===== config.mk =====
export PLATFORM = sky130hd
export DESIGN_NAME = spy_top
export DESIGN_NICKNAME = d
export VERILOG_FILES = /design/src/source/spy_pkg.sv /design/src/source/spy_top.sv /design/src/source/spy_read_mux.sv /design/src/source/spy_clock_ctl.sv /design/src/source/spy_regs.sv /design/src/source/spy_decode.sv
export VERILOG_INCLUDE_DIRS = /design/src /design/src/source
export SDC_FILE = /design/constraint.sdc
export NUM_CORES = 1
export LEC_CHECK = 0
export BUFFER_PORTS_ARGS = -buffer_cell sky130_fd_sc_hd__buf_4
export CAP_MARGIN = 20
export CORE_MARGIN = 3
export CORE_UTILIZATION = 40
export DETAILED_ROUTE_END_ITERATION = 16
export GPL_ROUTABILITY_DRIVEN = 0
export PLACE_DENSITY = 0.73
export SLEW_MARGIN = 40
export SYNTH_ARGS = -nofsm -noshare
export SYNTH_HDL_FRONTEND = slang
export SYNTH_HIERARCHICAL = 1
export SYNTH_SLANG_ARGS = --single-unit

===== constraint.sdc =====
create_clock -name clk -period 2 [get_ports clk]
set_input_delay 0.4 -clock clk [delete_from_list [all_inputs] [get_ports clk]]
set_output_delay 0.4 -clock clk [all_outputs]
set_load 0.005 [all_outputs]

===== src/source/spy_consts.svh =====
`ifndef SPY_CONSTS_SVH
`define SPY_CONSTS_SVH

// ##########################################################################
// Spy port widths
// ##########################################################################

`define SPY_DATA_W 16
`define SPY_ADDR_W 5
`define SPY_IR_W 48

// Read selects cover addresses 0 to 23, loads cover 0 to 11
`define SPY_RSEL_N 24
`define SPY_LOAD_N 12

// ##########################################################################
// Fields of the word written at the ldclk address
// ##########################################################################

`define SPY_CLK_RUN_BIT 0
`define SPY_CLK_STEP_BIT 1
`define SPY_STEP_LSB 8
`define SPY_STEP_W 8

`endif

===== src/source/spy_pkg.sv =====
`include "spy_consts.svh"

package spy_pkg;

   // Host side words
   typedef logic [`SPY_DATA_W-1:0] spy_word_t;
   typedef logic [`SPY_ADDR_W-1:0] spy_addr_t;

   // One-hot read select, bit n selects read address n
   typedef logic [`SPY_RSEL_N-1:0] spy_rsel_t;

   // One-hot load strobe
   //   0 dbir low, 1 dbir mid, 2 dbir high, 3 clk
   //   4 opc, 5 mode, 6 scratch1, 7 scratch2
   //   8 md low, 9 md high, 10 vma low, 11 vma high
   typedef logic [`SPY_LOAD_N-1:0] spy_load_t;

   // Diagnostic instruction register
   typedef logic [`SPY_IR_W-1:0] spy_ir_t;

   // Single step cycle count
   typedef logic [`SPY_STEP_W-1:0] spy_step_t;

   // Clock control FSM
   typedef enum logic [1:0] {
      IDLE = 2'd0,
      RUN  = 2'd1,
      STEP = 2'd2
   } clk_state_t;

endpackage


===== src/source/spy_top.sv =====
`timescale 1ns/1ps

module spy_top import spy_pkg::*; (
   input  logic      clk,
   input  logic      rst_n,
   input  spy_addr_t eadr,
   input  logic      dbread,
   input  logic      dbwrite,
   input  spy_word_t data_in,
   input  spy_word_t pc,
   input  spy_word_t ob_low,
   input  spy_word_t ob_high,
   input  spy_word_t st_low,
   input  spy_word_t st_high,
   input  spy_word_t a_low,
   input  spy_word_t a_high,
   input  spy_word_t m_low,
   input  spy_word_t m_high,
   input  spy_word_t flag1,
   input  spy_word_t disk,
   input  spy_word_t bd,
   output spy_word_t data_out,
   output spy_ir_t   dbir,
   output spy_word_t mode,
   output logic      cpu_clk_en
);

   // Position of the ldclk strobe
   localparam int LD_CLK = 3;

   spy_rsel_t read_sel;
   spy_load_t load_sel;
   spy_word_t opc;
   spy_word_t scratch;
   spy_word_t md_low;
   spy_word_t md_high;
   spy_word_t vma_low;
   spy_word_t vma_high;
   logic      run;
   logic      step_busy;

   spy_decode u_decode (
      .eadr     (eadr),
      .dbread   (dbread),
      .dbwrite  (dbwrite),
      .read_sel (read_sel),
      .load_sel (load_sel)
   );

   spy_regs u_regs (
      .clk      (clk),
      .rst_n    (rst_n),
      .load_sel (load_sel),
      .data_in  (data_in),
      .dbir     (dbir),
      .opc      (opc),
      .scratch  (scratch),
      .mode     (mode),
      .md_low   (md_low),
      .md_high  (md_high),
      .vma_low  (vma_low),
      .vma_high (vma_high)
   );

   spy_clock_ctl u_clock_ctl (
      .clk        (clk),
      .rst_n      (rst_n),
      .load_clk   (load_sel[LD_CLK]),
      .data_in    (data_in),
      .cpu_clk_en (cpu_clk_en),
      .run        (run),
      .step_busy  (step_busy)
   );

   spy_read_mux u_read_mux (
      .clk       (clk),
      .rst_n     (rst_n),
      .dbread    (dbread),
      .read_sel  (read_sel),
      .dbir      (dbir),
      .opc       (opc),
      .scratch   (scratch),
      .mode      (mode),
      .md_low    (md_low),
      .md_high   (md_high),
      .vma_low   (vma_low),
      .vma_high  (vma_high),
      .run       (run),
      .step_busy (step_busy),
      .pc        (pc),
      .ob_low    (ob_low),
      .ob_high   (ob_high),
      .st_low    (st_low),
      .st_high   (st_high),
      .a_low     (a_low),
      .a_high    (a_high),
      .m_low     (m_low),
      .m_high    (m_high),
      .flag1     (flag1),
      .disk      (disk),
      .bd        (bd),
      .data_out  (data_out)
   );

endmodule


===== src/source/spy_read_mux.sv =====
`timescale 1ns/1ps
`include "spy_consts.svh"

module spy_read_mux import spy_pkg::*; (
   input  logic      clk,
   input  logic      rst_n,
   input  logic      dbread,
   input  spy_rsel_t read_sel,
   input  spy_ir_t   dbir,
   input  spy_word_t opc,
   input  spy_word_t scratch,
   input  spy_word_t mode,
   input  spy_word_t md_low,
   input  spy_word_t md_high,
   input  spy_word_t vma_low,
   input  spy_word_t vma_high,
   input  logic      run,
   input  logic      step_busy,
   input  spy_word_t pc,
   input  spy_word_t ob_low,
   input  spy_word_t ob_high,
   input  spy_word_t st_low,
   input  spy_word_t st_high,
   input  spy_word_t a_low,
   input  spy_word_t a_high,
   input  spy_word_t m_low,
   input  spy_word_t m_high,
   input  spy_word_t flag1,
   input  spy_word_t disk,
   input  spy_word_t bd,
   output spy_word_t data_out
);

   localparam int W = `SPY_DATA_W;

   spy_word_t flag2;
   spy_word_t rd_src [`SPY_RSEL_N];
   spy_word_t rd_word;

   // Mode byte on top, clock status in the two low bits
   assign flag2 = {mode[7:0], 6'b0, step_busy, run};

   // Sources indexed by read address
   assign rd_src[0]  = dbir[0 +: W];
   assign rd_src[1]  = dbir[W +: W];
   assign rd_src[2]  = dbir[2*W +: W];
   assign rd_src[3]  = scratch;
   assign rd_src[4]  = opc;
   assign rd_src[5]  = pc;
   assign rd_src[6]  = ob_low;
   assign rd_src[7]  = ob_high;
   assign rd_src[8]  = flag1;
   assign rd_src[9]  = flag2;
   assign rd_src[10] = m_low;
   assign rd_src[11] = m_high;
   assign rd_src[12] = a_low;
   assign rd_src[13] = a_high;
   assign rd_src[14] = st_low;
   assign rd_src[15] = st_high;
   assign rd_src[16] = md_low;
   assign rd_src[17] = md_high;
   assign rd_src[18] = vma_low;
   assign rd_src[19] = vma_high;
   assign rd_src[20] = ob_low;
   assign rd_src[21] = ob_high;
   assign rd_src[22] = disk;
   assign rd_src[23] = bd;

   // AND-OR mux, an unused address has no select and reads as zero
   always_comb begin
      rd_word = '0;
      for (int i = 0; i < `SPY_RSEL_N; i++) begin
         if (read_sel[i]) begin
            rd_word = rd_word | rd_src[i];
         end
      end
   end

   always_ff @(posedge clk) begin
      if (!rst_n) begin
         data_out <= '0;
      end else if (dbread) begin
         data_out <= rd_word;
      end
   end

endmodule


===== src/source/spy_clock_ctl.sv =====
`timescale 1ns/1ps
`include "spy_consts.svh"

module spy_clock_ctl import spy_pkg::*; (
   input  logic      clk,
   input  logic      rst_n,
   input  logic      load_clk,
   input  spy_word_t data_in,
   output logic      cpu_clk_en,
   output logic      run,
   output logic      step_busy
);

   clk_state_t state;
   spy_step_t  step_cnt;

   // Fields of the control word
   logic      req_run;
   logic      req_step;
   spy_step_t req_cnt;

   assign req_run  = data_in[`SPY_CLK_RUN_BIT];
   assign req_step = data_in[`SPY_CLK_STEP_BIT];
   assign req_cnt  = data_in[`SPY_STEP_LSB +: `SPY_STEP_W];

   always_ff @(posedge clk) begin
      if (!rst_n) begin
         state    <= IDLE;
         step_cnt <= '0;
      end else if (load_clk) begin
         // A new control word restarts the controller
         // Run wins over step
         step_cnt <= req_cnt;
         if (req_run) begin
            state <= RUN;
         end else if (req_step && (req_cnt != '0)) begin
            state <= STEP;
         end else begin
            state <= IDLE;
         end
      end else begin
         case (state)
            STEP: begin
               // Last enabled cycle when the count reaches one
               if (step_cnt == spy_step_t'(1)) begin
                  state <= IDLE;
               end
               step_cnt <= step_cnt - spy_step_t'(1);
            end
            RUN:     state <= RUN;
            default: state <= IDLE;
         endcase
      end
   end

   assign run        = (state == RUN);
   assign step_busy  = (state == STEP);
   assign cpu_clk_en = run | step_busy;

endmodule


===== src/source/spy_regs.sv =====
`timescale 1ns/1ps
`include "spy_consts.svh"

module spy_regs import spy_pkg::*; (
   input  logic      clk,
   input  logic      rst_n,
   input  spy_load_t load_sel,
   input  spy_word_t data_in,
   output spy_ir_t   dbir,
   output spy_word_t opc,
   output spy_word_t scratch,
   output spy_word_t mode,
   output spy_word_t md_low,
   output spy_word_t md_high,
   output spy_word_t vma_low,
   output spy_word_t vma_high
);

   // Strobe positions in load_sel
   localparam int LD_DBIR_L   = 0;
   localparam int LD_DBIR_M   = 1;
   localparam int LD_DBIR_H   = 2;
   localparam int LD_OPC      = 4;
   localparam int LD_MODE     = 5;
   localparam int LD_SCRATCH1 = 6;
   localparam int LD_SCRATCH2 = 7;
   localparam int LD_MD_L     = 8;
   localparam int LD_MD_H     = 9;
   localparam int LD_VMA_L    = 10;
   localparam int LD_VMA_H    = 11;

   localparam int W      = `SPY_DATA_W;
   localparam int BYTE_W = `SPY_DATA_W / 2;

   // ##########################################################################
   // Diagnostic IR, loaded one 16-bit piece at a time
   // ##########################################################################

   always_ff @(posedge clk) begin
      if (!rst_n) begin
         dbir <= '0;
      end else begin
         if (load_sel[LD_DBIR_L]) begin
            dbir[0 +: W] <= data_in;
         end
         if (load_sel[LD_DBIR_M]) begin
            dbir[W +: W] <= data_in;
         end
         if (load_sel[LD_DBIR_H]) begin
            dbir[2*W +: W] <= data_in;
         end
      end
   end

   // ##########################################################################
   // Old PC, mode and scratch
   // ##########################################################################

   always_ff @(posedge clk) begin
      if (!rst_n) begin
         opc     <= '0;
         mode    <= '0;
         scratch <= '0;
      end else begin
         if (load_sel[LD_OPC]) begin
            opc <= data_in;
         end
         if (load_sel[LD_MODE]) begin
            mode <= data_in;
         end
         // Each scratch half takes its own byte lane of the host word
         if (load_sel[LD_SCRATCH1]) begin
            scratch[0 +: BYTE_W] <= data_in[0 +: BYTE_W];
         end
         if (load_sel[LD_SCRATCH2]) begin
            scratch[BYTE_W +: BYTE_W] <= data_in[BYTE_W +: BYTE_W];
         end
      end
   end

   // ##########################################################################
   // Memory interface registers
   // ##########################################################################

   always_ff @(posedge clk) begin
      if (!rst_n) begin
         md_low   <= '0;
         md_high  <= '0;
         vma_low  <= '0;
         vma_high <= '0;
      end else begin
         if (load_sel[LD_MD_L]) begin
            md_low <= data_in;
         end
         if (load_sel[LD_MD_H]) begin
            md_high <= data_in;
         end
         if (load_sel[LD_VMA_L]) begin
            vma_low <= data_in;
         end
         if (load_sel[LD_VMA_H]) begin
            vma_high <= data_in;
         end
      end
   end

endmodule


===== src/source/spy_decode.sv =====
`timescale 1ns/1ps
`include "spy_consts.svh"

module spy_decode import spy_pkg::*; (
   input  spy_addr_t eadr,
   input  logic      dbread,
   input  logic      dbwrite,
   output spy_rsel_t read_sel,
   output spy_load_t load_sel
);

   localparam int TOP = `SPY_ADDR_W - 1;

   // Bank qualifiers
   logic rd_lo_bank;
   logic rd_hi_bank;
   logic wr_lo_bank;
   logic wr_mem_bank;

   // ##########################################################################
   // Read selects
   // ##########################################################################

   // Addresses 0 to 15 when the top bit is clear
   assign rd_lo_bank = dbread & ~eadr[TOP];

   // Addresses 16 to 23, the rest of the upper half is unused
   assign rd_hi_bank = dbread & eadr[TOP] & ~eadr[TOP-1];

   always_comb begin
      read_sel = '0;
      if (rd_lo_bank) begin
         read_sel[15:0] = 16'h0001 << eadr[3:0];
      end
      if (rd_hi_bank) begin
         read_sel[23:16] = 8'h01 << eadr[2:0];
      end
   end

   // ##########################################################################
   // Load strobes
   // ##########################################################################

   // Addresses 0 to 7, dbir low through scratch2
   assign wr_lo_bank = dbwrite & (eadr[TOP:3] == 2'b00);

   // Addresses 8 to 11, md and vma halves
   assign wr_mem_bank = dbwrite & (eadr[TOP:2] == 3'b010);

   always_comb begin
      load_sel = '0;
      if (wr_lo_bank) begin
         load_sel[7:0] = 8'h01 << eadr[2:0];
      end
      if (wr_mem_bank) begin
         load_sel[11:8] = 4'h1 << eadr[1:0];
      end
   end

endmodule


Word-level counts from Yosys, hierarchy flattened
Index checks and enable logic that the tools add are counted.
Word-level totals
  register bits: 186
  logic and storage cells: 93
  input bits: 217
Operators by class
  multiplexer cells: 35
  shift-type cells: 3
  equal/unequal tests: 5
  reduce and logical (&&, ||, !) cells: 4
  bitwise operators: 31
  $add $sub $neg: 1
Operator list (number)
  $mux 16: 25
  $or 16x16->16: 23
  $mux 8: 4
  $shl 1x4->16 const A: 1
  $eq 8x1->1 const B: 1
  $mux 2: 4
  $reduce_bool 8->1: 1
  $shl 1x3->8 const A: 1
  $sub 8x1->8 const B: 1
  $and 1x1->1: 5
  $mux 4: 1
  $pmux 2 s2: 1
  $shl 1x2->4 const A: 1
  $eq 3x2->1 const B: 1
  $ne 3x3->1 const B: 1
  $eq 2x1->1 const B: 1
  $eq 2x2->1 const B: 1
  $logic_not 2->1: 1
  $not 1->1: 2
  $reduce_bool 2->1: 1
  $logic_and 1x1->1: 1
  $or 1x1->1: 1

Longest topological paths before layout
Gate-level depths: netlist of the first run.
  word-level depth: 50
  depth in mapped cells: 9

Hierarchy
The synthesis of the first run kept the hierarchy.
Modules (own cells, without submodules)
  spy_regs: instances 1, area each 6283.5 um^2, sequential area each 3203.1 um^2, cells an instance 533
  spy_read_mux: instances 1, area each 2508.7 um^2, sequential area each 320.3 um^2, cells an instance 307
  spy_clock_ctl: instances 1, area each 601.8 um^2, sequential area each 200.2 um^2, cells an instance 69
  spy_decode: instances 1, area each 270.3 um^2, sequential area each 0.0 um^2, cells an instance 52

Worst setup path before layout of the first run
No wires, ideal clock.
  path kind: input to register
  start point: input port eadr[3]
  end point: register u_clock_ctl.step_cnt[4]
  cell stages on the path: 7
  library setup time: 0.135 ns
  required time: 1.865 ns
  path buffers: 2
  data arrival time: 1.760 ns
  slack: 0.105 ns
  cells stage by stage: or4b_4 nor2_1 clkbuf_1 inv_1 clkbuf_1 o21ai_0 a31oi_1
Between the ends
  cells in the longest elaborated chain, start to end: 4
Ends and longest elaborated chain
  from (decl): line spy_top.sv:6  | input spy_addr_t eadr,
  $logic_not 2->1 (*): line spy_decode.sv:45  | assign wr_lo_bank = dbwrite & (eadr[TOP:3] == 2'b00);
  $and 1x1->1 (*): line spy_decode.sv:45
  $mux 8 (*): line spy_decode.sv:52  | if (wr_lo_bank) begin
  named net load_sel[3]: line spy_top.sv:32  | spy_load_t load_sel;
  $mux 8 or $reduce_bool 2->1 (tied branches)
  to (signal assigned): line spy_clock_ctl.sv:33  | step_cnt <= req_cnt;
  to (signal assigned): line spy_clock_ctl.sv:48  | step_cnt <= step_cnt - spy_step_t'(1);
  to (decl): line spy_clock_ctl.sv:15  | spy_step_t step_cnt;
The timed path passes the listed nets; every way through them passes the cells marked *.
A chain may end at the register's enable or synchronous reset.

Worst setup path after layout of the first run
  start point: input port eadr[2]
  end point: register u_read_mux.data_out[11]
RTL lines
  $shl 1x4->16 (*): line spy_decode.sv:33  | read_sel[15:0] = 16'h0001 << eadr[3:0];
  $mux 16 (*): line spy_decode.sv:32  | if (rd_lo_bank) begin
  named net read_sel[9]: line spy_top.sv:31  | spy_rsel_t read_sel;
  $mux 16 (*): line spy_read_mux.sv:73  | if (read_sel[i]) begin
  $or 16x16->16: line spy_read_mux.sv:74  | rd_word = rd_word | rd_src[i];
  $mux 16 (*): line spy_read_mux.sv:73
  $or 16x16->16: line spy_read_mux.sv:74
  $mux 16 (*): line spy_read_mux.sv:73
  (+16 left out)
  $or 16x16->16: line spy_read_mux.sv:74
  $mux 16 (*): line spy_read_mux.sv:73
  $or 16x16->16: line spy_read_mux.sv:74
  $mux 16 (*): line spy_read_mux.sv:73
  $or 16x16->16: line spy_read_mux.sv:74
  $mux 16 (*): line spy_read_mux.sv:73
  $or 16x16->16: line spy_read_mux.sv:74
  $mux 16 (*): line spy_read_mux.sv:73
  to (signal assigned): line spy_read_mux.sv:83  | data_out <= rd_word;
  to (decl): line spy_read_mux.sv:31  | output spy_word_t data_out
Marked as above.

==> results of run 1 <==
## Yosys cell counts, types with 8 or more instances
library cell,count,area (µm²)
buf_6,22,248
buf_2,18,90.1
and2b_1,40,300
buf_4,11,82.6
inv_1,8,30.0
clkbuf_1,22,82.6
a31oi_1,8,50.1
nand2_1,21,78.8
buf_1,16,60.1
a222oi_1,13,130
a22oi_1,58,435
dfxtp_1,186,3720
nand4_1,26,163
mux2i_1,161,1610
buf_8,9,135
a221oi_1,47,412
nor2b_1,120,751
o21ai_0,18,90.1
a22o_1,41,359
nor2_1,42,158
## registers in the layout, summed over array words and instances, names as in the netlist
| signal | cells |
|---|---|
| u_regs/mode | 16 |
| u_clock_ctl/step_cnt | 8 |
| u_clock_ctl/state | 2 |
| u_regs/opc | 16 |
| u_regs/scratch | 16 |
| u_regs/vma_high | 16 |
| u_read_mux/data_out | 16 |
| u_regs/dbir | 48 |
| u_regs/md_low | 16 |
| u_regs/vma_low | 16 |
| u_regs/md_high | 16 |
## cell families after synthesis
family          after synthesis  share of synthesized area, %
compound gates              211                          17.9
buf+inv                     112                          8.00
mux                         161                          16.7
xor+xnor                      3                         0.272
simple gates                284                          18.1
fa+ha+maj                     4                         0.518
flops                       186                          38.5
## how the worst max path moves through the flow
stage | to | slack [ns] | cells after the start
after floorplan | u_clock_ctl/step_cnt[4] | 0.11 | 7
after global placement | u_read_mux/data_out[10] | -0.47 | 7
after detailed placement | u_read_mux/data_out[13] | -0.29 | 9
after CTS | u_read_mux/data_out[11] | 0.14 | 9
after global routing | u_read_mux/data_out[9] | 0.003 | 9
final | u_read_mux/data_out[11] | 0.09 | 9
## power by group
| group | internal (mW) | leakage, nW | switching, mW |
|---|---|---|---|
| registers | 3.75 | 1.50 | 0.0365 |
| logic | 0.510 | 3.43 | 0.446 |
| clock network | 2.03 | 0.295 | 1.58 |
## layout make-up
class,instances,share of cell area [%]
inverter,8,0.224
sequential,186,27.8
clock buffer,18,3.28
tap,319,2.98
timing repair buffer,423,25.5
clock inverter,13,1.36
multi-input combinational,663,38.8
## through the flow
stage / cells / instance area (µm²)
after floorplan: 961 / 9660
after global routing: 1630 / 13400
final: 1630 / 13400
after detailed placement: 1599 / 12800
after global placement: 1599 / 12800
after CTS: 1630 / 13400
## metal layers
layer / vias up / track usage (%) / routed length, µm / part of all wire (%)
met5: - / 0 / 0 / 0
met4: 0 / 11.3 / 1680 / 4.1
met3: 135 / 8.13 / 4610 / 11
met2: 707 / 47.7 / 18700 / 46
met1: 4534 / 38.9 / 16100 / 39
li1: 4251 / - / - / -
## worst min-delay path, stage by stage
cell,delay [ns]
buf_4,0.08
a2111oi_2,0.05
nor2_1,0.07
==> results.json, run 1 <==
{
  "via_per_inst": 5.91,
  "r2r_setup_slack_ns": 0.19,
  "worstSkewPairLatency_ns": 0.44,
  "ys_ff_latch": 186,
  "cts_root_buf": "clkbuf_16",
  "total_leakage_power_nw": 5.23,
  "regArea_um2": 3720,
  "cp-start-kind": "input pin",
  "fillers": 2066,
  "fin_hold_ws_ns": 0.200,
  "drive_above_1_share_pct": 36.8,
  "numClockSinks": 186,
  "crit_type": "input pin to flop",
  "drtIter0Drc": 1137,
  "wl_um": 41000,
  "reg2reg_to": "u_read_mux/data_out[1]",
  "syn_avg_cell_area_um2": 10.1,
  "p_total_mw": 8.35,
  "rsz0062_at_grt": "false",
  "initial_core_util_pct": 40.9,
  "post-route-util_pct": 56.7,
  "dr_total_vias": 9627,
  "synth_edf_count": 0,
  "crit_top_cell": "buf_4",
  "min_to": "u_read_mux/data_out[14]",
  "yosysSeqAreaShare_pct": 38.5,
  "place_ws_ns": -0.290,
  "drt-pass1-iter-count": 9,
  "cts_buffers": 17,
  "synthesis.nets": 1182,
  "cp_cell_sequence": "buf_4 > nand4bb_1 > buf_4 > nor2_1 > buf_4 > a22o_1 > a221oi_1 > nand4_1 > o21ba_2",
  "worst_r2r_path_depth": 7,
  "setup_violations": 0,
  "rr_startpoint": "u_clock_ctl/state[0]",
  "wl_per_cell_um": 25.2,
  "antenna_cells": 0,
  "syn_area_um2": 9660,
  "finalHoldViolCount": 0,
  "htreeDepth": 4,
  "crit_slowest_cell": "nor2_1",
  "final_common_cell": "buf_4",
  "relSlewSlack_pct": 39.9,
  "synth_cell_types": 54,
  "rows": 56,
  "grt_max_degree": 58,
  "die_width_um": 161,
  "path_delay_family": "simple AND/OR/NAND/NOR gates",
  "grt_pass1_wl_um": 59400,
  "startpoint": "eadr[2]",
  "cts_resized": 0,
  "cp.arrival_ns": 2.29,
  "grt_pass1_vias": 9400,
  "postCtsSetupBuffers": 0,
  "ant_nets": 0,
  "status": "finished clean",
  "worst_slack_ns": 0.0946,
  "clock_skew_ns": 0.0141,
  "critPathMaxStageDelay_ns": 0.48,
  "clock_path_buffers": 2,
  "synthArstFlopShare_pct": 0,
  "ys.flop_type": "dfxtp_1",
  "drc": 0,
  "grt_antenna_before_repair": 0,
  "synthesis.instances": 961,
  "setup_tns_ns": 0,
  "hp-class": "input pin to flop",
  "ys_warn_count": 6,
  "path_max_fanout": 6,
  "syn_to_final_growth_pct": 38.5,
  "period_share_pct": 95.3,
  "hold_start": "ob_low[14]",
  "fp.dieH_um": 161,
  "hpwl_um": 31300,
  "worstMarginPinSlew_ns": 0.900,
  "whs_path_depth": 3,
  "slew_violations": 0,
  "core_um2": 23600,
  "cts_tree": "yes",
  "clock.fmax_mhz": 525,
  "layout_common_cells": "404 x buf_4, 186 x dfxtp_1, 161 x mux2i_1",
  "critPathRequiredTime_ns": 2.38,
  "die_area_um2": 26100,
  "track_usage_pct": 30.0,
  "critPathCaptureType": "flop",
  "io_buffers": 297,
  "num_io_pins": 298,
  "max_cap_violations": 0,
  "overflow": 0,
  "fin_nets": 1520,
  "clk_pin_slew_ns": 0.08,
  "period_needed_ns": 1.91,
  "crit_buf_inv": 3,
  "hold_buffers": 0,
  "multi_input_comb_area_um2": 5190,
  "powerDensity_nw_per_um2": 624,
  "irDropWorstVdd_mv": 0.487
}
(Power assumes the default switching activity.)
==> inputs of run 2 (changes only) <==
--- a/config.mk
+++ b/config.mk
@@ -6,13 +6,14 @@
 export SDC_FILE = /design/constraint.sdc
 export NUM_CORES = 1
 export LEC_CHECK = 0
+export ABC_AREA = 1
 export BUFFER_PORTS_ARGS = -buffer_cell sky130_fd_sc_hd__buf_4
 export CAP_MARGIN = 20
 export CORE_MARGIN = 3
 export CORE_UTILIZATION = 40
 export DETAILED_ROUTE_END_ITERATION = 16
 export GPL_ROUTABILITY_DRIVEN = 0
-export PLACE_DENSITY = 0.73
+export PLACE_DENSITY = 0.72
 export SLEW_MARGIN = 40
 export SYNTH_ARGS = -nofsm -noshare
 export SYNTH_HDL_FRONTEND = slang
==> run 2 against run 1 <==
  * Via count rose by 32%
  * Final cell count rose by 50%
  * Die area rose by 9.1%
  * Clock-buffer cell count rose by 2
  * Critical endpoint is now u_read_mux/data_out[12]
  * Largest power group unchanged
  * Highest routed layer is now met5
==> results.json, run 2 <==
{
  "die_area_um2": 28400,
  "grt_pass1_wl_um": 67900,
  "top_register": "u_regs/dbir",
  "layout_common_cells": "889 x nand2_1, 466 x nor2_1, 350 x buf_4",
  "synthesis.instances": 1818,
  "die_width_um": 169,
  "cts_tree": "yes",
  "path_max_fanout": 10,
  "clock_skew_ns": 0.0130,
  "hold_start": "data_in[1]",
  "period_needed_ns": 1.72,
  "irDropWorstVdd_mv": 0.577,
  "rsz0062_at_grt": "false",
  "cp-start-kind": "input pin",
  "hpwl_um": 34900,
  "grt_antenna_before_repair": 3,
  "clock.fmax_mhz": 582,
  "initial_core_util_pct": 41.3,
  "rr_startpoint": "u_clock_ctl/state[0]",
  "synthArstFlopShare_pct": 0,
  "grt_max_degree": 72,
  "via_per_inst": 5.19,
  "setup_tns_ns": 0,
  "largest_reg_flops": 48,
  "ys_warn_count": 6,
  "relSlewSlack_pct": 52.3,
  "core_um2": 25600,
  "syn_avg_cell_area_um2": 5.82,
  "wl_per_cell_um": 19.1,
  "startpoint": "eadr[4]",
  "top_layer": "met5",
  "yosysSeqAreaShare_pct": 35.2,
  "critPathRequiredTime_ns": 2.37,
  "overflow": 0,
  "synth_top_cell_by_area": "dfxtp_1",
  "synth_top_area_share_pct": 35.2,
  "worstMarginPinSlew_ns": 0.711,
  "hold_buffers": 0,
  "drt-pass1-iter-count": 8,
  "io_buffers": 297,
  "synthesis.nets": 2039,
  "synth_common_cells": "889 x nand2_1, 475 x nor2_1, 186 x dfxtp_1, 54 x buf_6, 38 x buf_2",
  "dr_total_vias": 12696,
  "wl_um": 46800,
  "cts_root_buf": "clkbuf_16",
  "hp-class": "input pin to flop",
  "clk_pin_slew_ns": 0.07,
  "yosys-top-cells-area": "dfxtp_1 35%, nand2_1 32%, nor2_1 17%, buf_6 5.7%, buf_2 1.8%",
  "wl_met3_um": 5560,
  "cts_resized": 0,
  "met2WireLength_um": 21400,
  "ys_ff_latch": 186,
  "postCtsSetupBuffers": 0,
  "crit_type": "input pin to flop",
  "total_leakage_power_nw": 6.81,
  "synth_edf_count": 0,
  "numClockSinks": 186,
  "slew_violations": 0,
  "drtIter0Drc": 1406,
  "fp.dieH_um": 169,
  "grt_pass1_vias": 11662,
  "ys.flop_type": "dfxtp_1",
  "max_cap_violations": 0,
  "cp.arrival_ns": 2.09,
  "rows": 58,
  "syn_to_final_growth_pct": 29.8,
  "powerDensity_nw_per_um2": 615,
  "critPathCaptureType": "flop",
  "drive_above_1_share_pct": 19.9,
  "final_common_cell": "nand2_1",
  "syn_area_um2": 10600,
  "ant_nets": 0,
  "clock_path_buffers": 2,
  "worst_slack_ns": 0.281,
  "htreeDepth": 4,
  "drt-met1-wl_um": 17800,
  "synth.most_common_cell": "nand2_1",
  "fin_nets": 2322,
  "finalHoldViolCount": 0,
  "cts_buffers": 17,
  "worstSkewPairLatency_ns": 0.44,
  "status": "finished clean",
  "num_io_pins": 298,
  "track_usage_pct": 31.4,
  "place_ws_ns": -0.112,
  "period_share_pct": 85.9,
  "setup_violations": 0,
  "synth_cell_types": 28,
  "drc": 0
}
## run 2: changes by cell type after synthesis, sizes merged, moves of 32 or more
cell	previous run	this run
a221oi	48	0
a21oi	1	33
nand2	21	889
nor2	42	482
and2b	41	0
nand3	0	33
a22o	41	0
a22oi	58	7
nor2b	120	0
mux2i	161	0
## run 2: per-layer routing
layer,GRT usage (%),vias to the layer above
li1,-,6053
met1,39.6,5729
met2,51.3,786
met3,7.96,124
met4,13.2,4
met5,0,-
## run 2: metrics by stage
| step | cell area [µm²] | cells | hold WS, ns | utilization [%] | power [mW] |
|---|---|---|---|---|---|
| 2_1_floorplan | 10600 | 1818 | 0.449 | - | 4.30 |
| 3_3_place_gp | 13100 | 2412 | 0.457 | 51.2 | 4.93 |
| 3_5_place_dp | 13100 | 2412 | 0.462 | 51.2 | 4.94 |
| 4_1_cts | 13700 | 2444 | 0.244 | 53.6 | 8.45 |
| 5_1_grt | 13700 | 2445 | 0.254 | 53.6 | 8.68 |
| 6_report | 13700 | 2445 | 0.255 | 53.6 | 8.44 |
## run 2: worst max-delay path, stage by stage
cell and delay (ns):
buf_4 0.12, inv_1 0.09, nand3_1 0.28, nor2_1 0.30, buf_4 0.22, nand2_1 0.07
nand2_1 0.17, nor2_1 0.09, buf_4 0.13, nand2_1 0.07, nor2_2 0.04, a21oi_2 0.11
## run 2: report_power, final
part	total, mW	leakage, nW	switching (mW)	internal, mW
registers	3.82	1.50	0.0517	3.77
clock network	3.57	0.292	1.55	2.02
logic	1.06	5.01	0.570	0.487
## run 2: final cells by class
| type | count | area [µm²] |
|---|---|---|
| flip-flops and latches | 186 | 3720 |
| inverters | 40 | 153 |
| fillers | 2656 | 11900 |
| clock inverters | 12 | 163 |
| repair buffers | 367 | 2970 |
| clock buffers | 20 | 447 |
| multi-input cells | 1489 | 5860 |
| well taps | 330 | 413 |
| diodes | 1 | 2.50 |
## run 2: cells by family (layout without fill, tap and decap cells)
kind of cell    Yosys count  count (layout)  share of synthesized area (%)
simple gates           1413            1413                           51.0
flops                   186             186                           35.2
buf+inv                 143             439                           9.62
compound gates           71              71                           3.59
fa+ha+maj                 4               4                          0.473
xor+xnor                  1               1                         0.0828
other cells               0               1                              0
## run 2: final timing paths
check / to / slack, ns / cells past startpoint
max: u_read_mux/data_out[12] / 0.28 / 12
min: u_clock_ctl/state[1] / 0.25 / 3
min reg2reg: u_regs/md_low[0] / 0.47 / 2
max reg2reg: u_read_mux/data_out[1] / 0.42 / 8
